<file path="config.mk">
export PLATFORM = sky130hd
export DESIGN_NAME = narrowing_fifo
export DESIGN_NICKNAME = d
export VERILOG_FILES = /design/src/wfifo_pkg.sv /design/src/word_ram.sv /design/src/fifo_pointers.sv /design/src/fwft_ctrl.sv /design/src/lane_unpacker.sv /design/src/flag_gen.sv /design/src/narrowing_fifo.sv
export SDC_FILE = /design/constraint.sdc
export NUM_CORES = 1
export LEC_CHECK = 0
export ABC_AREA = 1
export BUFFER_PORTS_ARGS = -buffer_cell sky130_fd_sc_hd__buf_4
export CELL_PAD_IN_SITES_DETAIL_PLACEMENT = 1
export CELL_PAD_IN_SITES_GLOBAL_PLACEMENT = 1
export CORE_MARGIN = 2
export CORE_UTILIZATION = 45
export CTS_CLUSTER_SIZE = 20
export DETAILED_ROUTE_END_ITERATION = 7
export GPL_ROUTABILITY_DRIVEN = 0
export PLACE_DENSITY_LB_ADDON = 0.1
export SETUP_SLACK_MARGIN = 0.2
export SYNTH_ARGS = -nofsm -noshare
export SYNTH_HDL_FRONTEND = slang
export SYNTH_SLANG_ARGS = --single-unit
</file>
<file path="constraint.sdc">
create_clock -name rd_clock -period 4.6 [get_ports rd_clock]
set_input_delay 0 -clock rd_clock [delete_from_list [all_inputs] [get_ports rd_clock]]
set_output_delay 0 -clock rd_clock [all_outputs]
set_load 0.005 [all_outputs]
</file>
<file path="src/wfifo_pkg.sv">
package wfifo_pkg;

    // read side lane geometry
    localparam int LANE_W     = 8;
    localparam int LANES      = 4;
    localparam int WORD_W     = LANES * LANE_W;
    localparam int LANE_IDX_W = 2;

    typedef logic [LANE_W-1:0] lane_t;

    // one stored word, written as a whole and read out lane by lane
    // lanes[LANES-1] holds the most significant byte
    typedef union packed {
        logic [WORD_W-1:0]     raw;
        lane_t [LANES-1:0]     lanes;
    } word_u;

    // output register state of the FWFT read path
    typedef enum logic {
        RD_IDLE    = 1'b0,
        RD_PRESENT = 1'b1
    } rd_state_t;

endpackage

</file>
<file path="src/word_ram.sv">
`timescale 1ns/1ns

module word_ram #(
    parameter int DEPTH_LOG2 = 4
) (
    input  logic                  rd_clock,
    input  logic                  wr_accept,
    input  logic [DEPTH_LOG2-1:0] wr_addr,
    input  wfifo_pkg::word_u      din,
    input  logic                  word_fetch,
    input  logic [DEPTH_LOG2-1:0] rd_addr,
    output wfifo_pkg::word_u      rd_word
);

    import wfifo_pkg::*;

    // simple dual port word array
    logic [WORD_W-1:0] mem [2**DEPTH_LOG2];

    always_ff @(posedge rd_clock) begin
        if (wr_accept) begin
            mem[wr_addr] <= din.raw;
        end
    end

    // registered read port that holds its word between fetches
    always_ff @(posedge rd_clock) begin
        if (word_fetch) begin
            rd_word.raw <= mem[rd_addr];
        end
    end

endmodule

</file>
<file path="src/fifo_pointers.sv">
`timescale 1ns/1ns

module fifo_pointers #(
    parameter int DEPTH_LOG2 = 4
) (
    input  logic                  rd_clock,
    input  logic                  rd_rst,
    input  logic                  wr_en,
    input  logic                  word_fetch,
    output logic                  wr_accept,
    output logic [DEPTH_LOG2-1:0] wr_addr,
    output logic [DEPTH_LOG2-1:0] rd_addr,
    output logic [DEPTH_LOG2:0]   word_count,
    output logic                  full
);

    // occupancy value when every RAM slot holds a word
    localparam logic [DEPTH_LOG2:0] DEPTH_WORDS = {1'b1, {DEPTH_LOG2{1'b0}}};

    assign full      = (word_count == DEPTH_WORDS);
    assign wr_accept = wr_en & ~full;

    // write address wraps naturally at the RAM size
    always_ff @(posedge rd_clock or negedge rd_rst) begin
        if (!rd_rst) begin
            wr_addr <= '0;
        end else if (wr_accept) begin
            wr_addr <= wr_addr + 1'b1;
        end
    end

    // a fetch moves one word into the output register
    always_ff @(posedge rd_clock or negedge rd_rst) begin
        if (!rd_rst) begin
            rd_addr <= '0;
        end else if (word_fetch) begin
            rd_addr <= rd_addr + 1'b1;
        end
    end

    // words in RAM not yet fetched
    always_ff @(posedge rd_clock or negedge rd_rst) begin
        if (!rd_rst) begin
            word_count <= '0;
        end else begin
            case ({wr_accept, word_fetch})
                2'b10: begin
                    word_count <= word_count + 1'b1;
                end
                2'b01: begin
                    word_count <= word_count - 1'b1;
                end
                default: begin
                    // accept and fetch together leave the count alone
                    word_count <= word_count;
                end
            endcase
        end
    end

endmodule

</file>
<file path="src/fwft_ctrl.sv">
`timescale 1ns/1ns

module fwft_ctrl #(
    parameter int DEPTH_LOG2 = 4
) (
    input  logic                rd_clock,
    input  logic                rd_rst,
    input  logic                rd_en,
    input  logic [DEPTH_LOG2:0] word_count,
    input  logic                last_lane,
    output logic                word_fetch,
    output logic                lane_pop,
    output logic                valid
);

    import wfifo_pkg::*;

    rd_state_t state;
    rd_state_t state_nxt;
    logic      words_stored;

    assign words_stored = (word_count != '0);
    assign valid        = (state == RD_PRESENT);
    assign lane_pop     = rd_en & valid;

    always_comb begin
        state_nxt  = state;
        word_fetch = 1'b0;
        case (state)
            RD_IDLE: begin
                // prefetch as soon as a word sits in the RAM
                if (words_stored) begin
                    word_fetch = 1'b1;
                    state_nxt  = RD_PRESENT;
                end
            end
            RD_PRESENT: begin
                // refill on the last lane so valid has no bubble
                if (lane_pop && last_lane) begin
                    if (words_stored) begin
                        word_fetch = 1'b1;
                    end else begin
                        state_nxt = RD_IDLE;
                    end
                end
            end
            default: begin
                state_nxt = RD_IDLE;
            end
        endcase
    end

    always_ff @(posedge rd_clock or negedge rd_rst) begin
        if (!rd_rst) begin
            state <= RD_IDLE;
        end else begin
            state <= state_nxt;
        end
    end

endmodule

</file>
<file path="src/lane_unpacker.sv">
`timescale 1ns/1ns

module lane_unpacker (
    input  logic                          rd_clock,
    input  logic                          rd_rst,
    input  logic                          word_fetch,
    input  logic                          lane_pop,
    input  wfifo_pkg::word_u              rd_word,
    output wfifo_pkg::lane_t              dout,
    output logic                          last_lane,
    output logic [wfifo_pkg::LANE_IDX_W:0] lanes_left
);

    import wfifo_pkg::*;

    localparam logic [LANE_IDX_W-1:0] TOP_LANE = LANE_IDX_W'(LANES - 1);

    // index of the lane currently shown on dout
    logic [LANE_IDX_W-1:0] lane_idx;

    // a new word always starts at the most significant lane
    always_ff @(posedge rd_clock or negedge rd_rst) begin
        if (!rd_rst) begin
            lane_idx <= TOP_LANE;
        end else if (word_fetch) begin
            lane_idx <= TOP_LANE;
        end else if (lane_pop) begin
            // wraps back to the top lane after lane 0
            lane_idx <= lane_idx - 1'b1;
        end
    end

    assign dout       = rd_word.lanes[lane_idx];
    assign last_lane  = (lane_idx == '0);
    assign lanes_left = {1'b0, lane_idx} + 1'b1;

endmodule

</file>
<file path="src/flag_gen.sv">
`timescale 1ns/1ns

module flag_gen #(
    parameter int DEPTH_LOG2        = 4,
    parameter int PROG_FULL_THRESH  = 12,
    parameter int PROG_EMPTY_THRESH = 6
) (
    input  logic                           rd_clock,
    input  logic                           rd_rst,
    input  logic                           wr_en,
    input  logic                           rd_en,
    input  logic                           full,
    input  logic                           valid,
    input  logic [DEPTH_LOG2:0]            word_count,
    input  logic [wfifo_pkg::LANE_IDX_W:0] lanes_left,
    output logic [DEPTH_LOG2+2:0]          rd_data_count,
    output logic                           prog_full,
    output logic                           prog_empty,
    output logic                           overflow,
    output logic                           underflow
);

    import wfifo_pkg::*;

    localparam int CNT_W = DEPTH_LOG2 + 3;

    logic [CNT_W-1:0] stored_lanes;
    logic [CNT_W-1:0] shown_lanes;

    // lanes still in RAM plus what is left of the presented word
    assign stored_lanes  = CNT_W'(word_count) * CNT_W'(LANES);
    assign shown_lanes   = valid ? CNT_W'(lanes_left) : '0;
    assign rd_data_count = stored_lanes + shown_lanes;

    // prog_full counts words, prog_empty counts lanes
    assign prog_full  = (word_count >= PROG_FULL_THRESH);
    assign prog_empty = (rd_data_count <= PROG_EMPTY_THRESH);

    // refused requests, flagged in the cycle after the edge
    always_ff @(posedge rd_clock or negedge rd_rst) begin
        if (!rd_rst) begin
            overflow  <= 1'b0;
            underflow <= 1'b0;
        end else begin
            overflow  <= wr_en & full;
            underflow <= rd_en & ~valid;
        end
    end

endmodule

</file>
<file path="src/narrowing_fifo.sv">
`timescale 1ns/1ns

module narrowing_fifo #(
    parameter int DEPTH_LOG2        = 4,
    parameter int PROG_FULL_THRESH  = 12,
    parameter int PROG_EMPTY_THRESH = 6
) (
    input  logic                  rd_clock,
    input  logic                  rd_rst,
    input  logic                  wr_en,
    input  wfifo_pkg::word_u      din,
    input  logic                  rd_en,
    output logic                  wr_ready,
    output logic                  full,
    output logic                  valid,
    output wfifo_pkg::lane_t      dout,
    output logic [DEPTH_LOG2:0]   wr_data_count,
    output logic [DEPTH_LOG2+2:0] rd_data_count,
    output logic                  prog_full,
    output logic                  prog_empty,
    output logic                  overflow,
    output logic                  underflow
);

    import wfifo_pkg::*;

    logic                  wr_accept;
    logic [DEPTH_LOG2-1:0] wr_addr;
    logic [DEPTH_LOG2-1:0] rd_addr;
    logic [DEPTH_LOG2:0]   word_count;
    logic                  word_fetch;
    logic                  lane_pop;
    logic                  last_lane;
    logic [LANE_IDX_W:0]   lanes_left;
    word_u                 rd_word;

    assign wr_ready      = ~full;
    assign wr_data_count = word_count;

    fifo_pointers #(
        .DEPTH_LOG2 (DEPTH_LOG2)
    ) u_fifo_pointers (
        .rd_clock   (rd_clock),
        .rd_rst     (rd_rst),
        .wr_en      (wr_en),
        .word_fetch (word_fetch),
        .wr_accept  (wr_accept),
        .wr_addr    (wr_addr),
        .rd_addr    (rd_addr),
        .word_count (word_count),
        .full       (full)
    );

    word_ram #(
        .DEPTH_LOG2 (DEPTH_LOG2)
    ) u_word_ram (
        .rd_clock   (rd_clock),
        .wr_accept  (wr_accept),
        .wr_addr    (wr_addr),
        .din        (din),
        .word_fetch (word_fetch),
        .rd_addr    (rd_addr),
        .rd_word    (rd_word)
    );

    fwft_ctrl #(
        .DEPTH_LOG2 (DEPTH_LOG2)
    ) u_fwft_ctrl (
        .rd_clock   (rd_clock),
        .rd_rst     (rd_rst),
        .rd_en      (rd_en),
        .word_count (word_count),
        .last_lane  (last_lane),
        .word_fetch (word_fetch),
        .lane_pop   (lane_pop),
        .valid      (valid)
    );

    lane_unpacker u_lane_unpacker (
        .rd_clock   (rd_clock),
        .rd_rst     (rd_rst),
        .word_fetch (word_fetch),
        .lane_pop   (lane_pop),
        .rd_word    (rd_word),
        .dout       (dout),
        .last_lane  (last_lane),
        .lanes_left (lanes_left)
    );

    flag_gen #(
        .DEPTH_LOG2        (DEPTH_LOG2),
        .PROG_FULL_THRESH  (PROG_FULL_THRESH),
        .PROG_EMPTY_THRESH (PROG_EMPTY_THRESH)
    ) u_flag_gen (
        .rd_clock      (rd_clock),
        .rd_rst        (rd_rst),
        .wr_en         (wr_en),
        .rd_en         (rd_en),
        .full          (full),
        .valid         (valid),
        .word_count    (word_count),
        .lanes_left    (lanes_left),
        .rd_data_count (rd_data_count),
        .prog_full     (prog_full),
        .prog_empty    (prog_empty),
        .overflow      (overflow),
        .underflow     (underflow)
    );

endmodule

</file>
# ---- Yosys cells after proc, flatten, opt, wreduce, memory -nomap -nowiden
# Memory sizes are Yosys's and may differ from the RTL's. A register that Yosys moved wholly into a read port is not among the register bits.
# Cells that the tools add are included.
dict set report totals {
  wordCells 45
  latchBits 0
  n_memories 1
  ff_bits 18
  rom_bits 0
  output_inout_bits 27
  ramBits 512
}
dict set report op_classes {
  n_reduce_logical 5
  n_mul 0
  add_sub_neg 7
  n_shift 0
  bitwise_logic 6
  n_eq_ne 3
  n_lt_le_gt_ge 3
  n_div 0
  n_mux 13
}
# name depth word_bits rd rd_ports_with_merged_regs write_ports line
set memory_table {}
lappend memory_table {u_word_ram.mem 16 32 1 1 1 word_ram.sv:18} ;# logic [WORD_W-1:0] mem [2**DEPTH_LOG2];
# op n
set ops {}
lappend ops {{binary-select mux 8 bit (select 2 bit)} 1}
lappend ops {{case mux 5 bit (2 select lines)} 1}
lappend ops {{adder 4 x 1 -> 4 bit, second input constant} 2}
lappend ops {{2-to-1 mux 8 bit} 1}
lappend ops {{adder 7 bit} 1}
lappend ops {{<= comparator 7 x 3 -> 1 bit, second input constant} 1}
lappend ops {{adder 5 x 1 -> 5 bit, second input constant} 1}
lappend ops {{equality test 5 bit, second input constant} 1}
lappend ops {{>= comparator 5 x 4 -> 1 bit, second input constant} 1}
lappend ops {{2-to-1 mux 1 bit} 5}
lappend ops {{nonzero test 5 bit} 1}
lappend ops {{subtractor 5 x 1 -> 5 bit, second input constant} 1}
lappend ops {{AND 1 bit} 4}
lappend ops {{2-to-1 mux 2 bit} 2}
lappend ops {{case mux 1 bit (2 select lines)} 2}
lappend ops {{nonzero test 2 bit} 2}
lappend ops {{adder 2 x 1 -> 3 bit, second input constant} 1}
lappend ops {{< comparator 2 x 3 -> 1 bit, second input constant} 1}
lappend ops {{2-to-1 mux 3 bit} 1}
lappend ops {{equality test 2 x 1 -> 1 bit, second input constant} 1}
lappend ops {{equality test 2 bit, second input constant} 1}
lappend ops {{zero test 2 bit} 1}
lappend ops {{inverter 1 bit} 2}
lappend ops {{subtractor 2 x 1 -> 2 bit, second input constant} 1}
lappend ops {{logical AND 1 bit} 1}

# ---- Depth between registers and ports, before layout
dict set report depth {
  depth_word 6
  depth_mapped 21
}

# ---- Cells and area by module
# A second synthesis with hierarchy kept.
dict set report hier_totals {
  cells_unflattened 2353
  hier_area_um2 24607.4
}
# module seq_area_each_um2 instances area_per_inst_um2 cells_each
set by_module_without_submodules {}
lappend by_module_without_submodules {word_ram 16335.7 1 23050.9 2120}
lappend by_module_without_submodules {fifo_pointers 325.3 1 739.5 84}
lappend by_module_without_submodules {lane_unpacker 52.6 1 530.5 105}
lappend by_module_without_submodules {flag_gen 50.0 1 205.2 31}
lappend by_module_without_submodules {fwft_ctrl 25.0 1 77.6 12}
lappend by_module_without_submodules {narrowing_fifo 0.0 1 3.8 1}

# ---- Worst setup path before layout
# No wires, ideal clock.
dict set report synth_timing {
  kind {flip-flop to flip-flop}
  start {register u_lane_unpacker.lane_idx[0]}
  end {register u_fifo_pointers.word_count[4]}
  required_ps 4483
  stages_incl_launch_ff 21
  setup_time_ps 117
  synth_period_minus_slack_ps 3426
  path_slack_ps 1174
  path_buffers 3
  arrival_ps 3309
  cell_sequence {dfstp_2 > buf_2 > clkinv_1 > buf_1 > ha_1 > nand2_1 > nand2_1 > nand2_1 > inv_1 > ha_1 > clkbuf_1 > nand2_1 > inv_1 > nor2_1 > ha_1 > inv_1 > nand2_1 > nand3_1 > nand3_1 > nand3_1 > nand2_1}
}
dict set report synth_between {
  elab_chain_cells 6
  elab_cells_between_ends 8
  cone_classes {eq/ne: 2; mux: 3; reduce/logical: 3}
}
# item line
set synth_lines {}
lappend synth_lines {{from (decl)} lane_unpacker.sv:19} ;# logic [LANE_IDX_W-1:0] lane_idx;
lappend synth_lines {{from (signal assigned)} lane_unpacker.sv:29} ;# lane_idx <= lane_idx - 1'b1;
lappend synth_lines {{zero test 2 bit *} lane_unpacker.sv:34} ;# assign last_lane = (lane_idx == '0);
lappend synth_lines {{logical AND 1 bit *} fwft_ctrl.sv:39} ;# if (lane_pop && last_lane) begin
lappend synth_lines {{2-to-1 mux 1 bit *} fwft_ctrl.sv:39}
lappend synth_lines {{case mux 1 bit (2 select lines) *} fwft_ctrl.sv:29} ;# case (state)
lappend synth_lines {{net u_fifo_pointers.word_fetch} fifo_pointers.sv:9} ;# input logic word_fetch,
lappend synth_lines {{equality test 2 x 1 -> 1 bit or equality test 2 bit (tied branches)} fifo_pointers.sv:46} ;# case ({wr_accept, word_fetch})
lappend synth_lines {{case mux 5 bit (2 select lines) or nonzero test 2 bit (tied branches)} --}
lappend synth_lines {{to (signal assigned)} fifo_pointers.sv:48} ;# word_count <= word_count + 1'b1;
lappend synth_lines {{to (signal assigned)} fifo_pointers.sv:51} ;# word_count <= word_count - 1'b1;
lappend synth_lines {{to (signal assigned)} fifo_pointers.sv:55} ;# word_count <= word_count;
lappend synth_lines {{to (decl)} fifo_pointers.sv:13} ;# output logic [DEPTH_LOG2:0] word_count,
# The timed path passes the listed nets; every way through them passes the cells marked *.
# A chain may end at the register's enable or synchronous reset.

# ---- Final worst setup path
# Same ends and word-level chain as after synthesis.

==> results_dict.tcl <==
set metrics [dict create \
    worstReg2RegStart "u_lane_unpacker.lane_idx[0]" \
    p_comb_share_pct 32.0 \
    synthesis.area_sq_um 22700 \
    maxCapViolations 0 \
    cts.sinks 562 \
    seqPwrFrac_pct 39.7 \
    min_period_ps 3000 \
    p_int_mw 10.8 \
    relSlewSlack_pct 22.0 \
    yosysWarnings 0 \
    leakage_nw 9.13 \
    fp.dieArea_sq_um 52300 \
    clk_pin_slew_ps 60 \
    antenna_left 0 \
    worstPathCellList "clkinv_1 -> ha_1 -> nand2_1 -> nand2_1 -> nand2_1 -> inv_2 -> ha_1 -> nand2_1 -> inv_1 -> nor2_1 -> ha_1 -> inv_1 -> nand2_1 -> nand3_1 -> nand2_1 -> nand2_1 -> nand3_1 -> nand2_1" \
    slowest_stage "dfstp_2" \
    postSynthCellCount 1859 \
    std_cell_rows 82 \
    hold_path_class "in -> reg" \
    worst_setup_path_start_kind "register" \
    crit_family "simple AND/OR/NAND/NOR gates" \
    p_sw_share_pct 36.9 \
    place_ws_ps 1670 \
    rsz0062_at_grt "false" \
    crit_arrival_ps 3510 \
    grtUsageTotal_pct 25.5 \
    grt_pass1_wl_mm 99.6 \
    wl_mm 66.3 \
    drc_errors 0 \
    synth_nets 1907 \
    finClkSkew_ps 14.9 \
    worstPathRequired_ps 5110 \
    cpPeakStageDelay_ps 760 \
    path_buf_inv 4 \
    synth-xor-area-share_pct 0.424 \
    cp_max_fo 20 \
    synth_flop_cell "edfxtp_1" \
    synth_top_family_by_area "simple AND/OR/NAND/NOR gates" \
    crit_type "reg -> reg" \
    final-setup-viol-count 0 \
    slew_violations 0 \
    cts_made_buffers 60 \
    ys_ff_latch 562 \
    holdPathStages 4 \
    power.switching_mw 6.33 \
    synth_compound_area_share_pct 6.74 \
    final_layout_size_suffix_gt1_share_pct 10.5 \
    tns_ps 0 \
    hpwl_mm 34.1 \
    nNetsFinal 1995 \
    start_util_pct 45.5 \
    synthAdderAreaFrac_pct 0.661 \
    post_synth.cell_area_avg_sq_um 12.2 \
    worst_ir_drop_vdd_v 0.000429 \
    first_pass_iters 7 \
    finalWorstSetupSlack_ps 1600 \
    fmax_mhz 334 \
    grt_max_degree 121 \
    p_per_area_nw_per_um2 654 \
    grt_pass1_vias 15500 \
    io_pins 63 \
    synthToLayoutAreaGrowth_pct 15.4 \
    rr_endpoint "u_fifo_pointers.word_count[4]" \
    cts_tree "yes" \
    period_share_pct 65.1 \
    outcome "complete, no violations" \
    clk_path_buf_depth 3 \
    hp-start "wr_en" \
    synthSimpleGateAreaFrac_pct 14.6 \
    timing_hold_violations_final 0 \
    cts-root-buf "clkbuf_16" \
    antenna_found_initial 0 \
    final_cell_mix "544 x edfxtp_1, 490 x nor2_1, 213 x o21ai_0" \
    final_common_cell "edfxtp_1" \
    holdPathEnd "u_flag_gen.overflow" \
    cts_max_level 2 \
    num_antenna_cells 0 \
    r2r_cells 18 \
    holdWs_ps 168 \
    tightest_slew_ps 1170 \
    pwr-share-clk_pct 28.3 \
    synthMuxAreaShare_pct 0 \
    endpoint_kind "register" \
    dieWidth_um 229 \
    core_sq_um 50000 \
    post_cts_buffers 0 \
    seq_area_frac_synth_pct 73.9 \
    port_buffers 62 \
    synthArstFlopShare_pct 3.20 \
    drt_iter0_markers 1434 \
    synth.distinct_cells 24 \
    overflow 0 \
    wl_per_cell_um 24.8 \
    vias 15100 \
    cpMostUsedCell "nand2_1" \
    synth_edf_count 544 \
    fin_util_pct 52.5 \
    die_y_um 229 \
    vias_per_cell 5.64 \
    clock_latency_ps 630 \
    rrSetupSlack_ps 1600 \
]
-- final cells by class --
| cell class | count | area (sq um) |
|---|---|---|
| Clock buffer | 77 | 1640 |
| Clock inverter | 34 | 320 |
| Fill cell | 5121 | 23700 |
| Inverter | 60 | 233 |
| Multi-Input combinational cell | 1127 | 5220 |
| Sequential cell | 562 | 16800 |
| Tap cell | 672 | 841 |
| Timing Repair Buffer | 136 | 1180 |
-- how the worst max path moves through the flow --
stage,from,to,cells past startpoint
after global routing,u_lane_unpacker.lane_idx[0],u_fifo_pointers.word_count[4],18
final,u_lane_unpacker.lane_idx[0],u_fifo_pointers.word_count[4],18
after global placement,u_fifo_pointers.rd_addr[1],u_word_ram.rd_word[5],7
after floorplan,u_lane_unpacker.lane_idx[0],u_fifo_pointers.word_count[4],20
after CTS,u_lane_unpacker.lane_idx[0],u_fifo_pointers.word_count[4],18
after detailed placement,u_fifo_pointers.word_count[2],u_word_ram.mem[0][3],7
-- registers in the layout, summed over array words and instances, names as in the netlist --
register / count
u_fifo_pointers.rd_addr: 4
u_fifo_pointers.word_count: 5
u_fifo_pointers.wr_addr: 4
u_flag_gen.overflow: 1
u_flag_gen.underflow: 1
u_fwft_ctrl.valid: 1
u_lane_unpacker.lane_idx: 2
u_word_ram.mem: 512
u_word_ram.rd_word: 32
-- worst min-delay path, cell delays in order --
cell and delay [ps]:
dlygate4sd3_1 530, buf_4 140, inv_1 40, nor2_1 40
-- through the flow --
step,area [sq um],total power [mW],std cells
global route,26200,18.1,2668
floorplan,22700,10.3,1859
finish,26200,17.1,2668
CTS,26200,17.3,2668
detailed placement,23900,12.4,2520
global placement,23900,12.3,2520
-- cell usage after synthesis, drive strengths merged, types with 10 or more instances --
library cell / instances / area share (%)
edfxtp: 544 / 72
nor2: 506 / 8.4
o21ai: 256 / 5.6
nand3: 207 / 4.6
nand2: 97 / 1.6
buf: 78 / 2.2
inv: 58 / 0.96
clkbuf: 32 / 0.53
o211ai: 26 / 0.86
dfrtp: 16 / 1.8
ha: 12 / 0.66
xor2: 10 / 0.39
-- power by group through the flow --
stage	logic [mW]	clock network (mW)	registers, mW
3_5_place_dp	5.49	0	6.90
6_report	5.49	4.85	6.81
3_3_place_gp	5.41	0	6.88
4_1_cts	5.55	4.92	6.80
5_1_grt	6.10	5.10	6.86
2_1_floorplan	3.68	0	6.59
-- layer usage --
| layer | wire [um] | vias up | global-route usage (%) |
|---|---|---|---|
| met5 | 0 | - | 0 |
| met4 | 1560 | 0 | 7.80 |
| met3 | 3440 | 100 | 3.33 |
| met2 | 30800 | 436 | 40.4 |
| met1 | 30500 | 7776 | 37.0 |
| li1 | - | 6746 | - |
-- cells by family (layout without fill, tap and decap cells) --
kind of cell             count (synthesis)  count (layout)
AO/OA/AOI/OAI                          291             291
buffers and inverters                  170             307
flip-flops                             562             562
AND/OR/NAND/NOR                        813             813
adder cells (fa/ha/maj)                 12              12
XOR/XNOR                                11              11
-- timing repair --
action	CTS	global route
hold buffers	37	0
hold endpoints to repair	540	0
resized for setup	0	0
(Power assumes the default switching activity.)
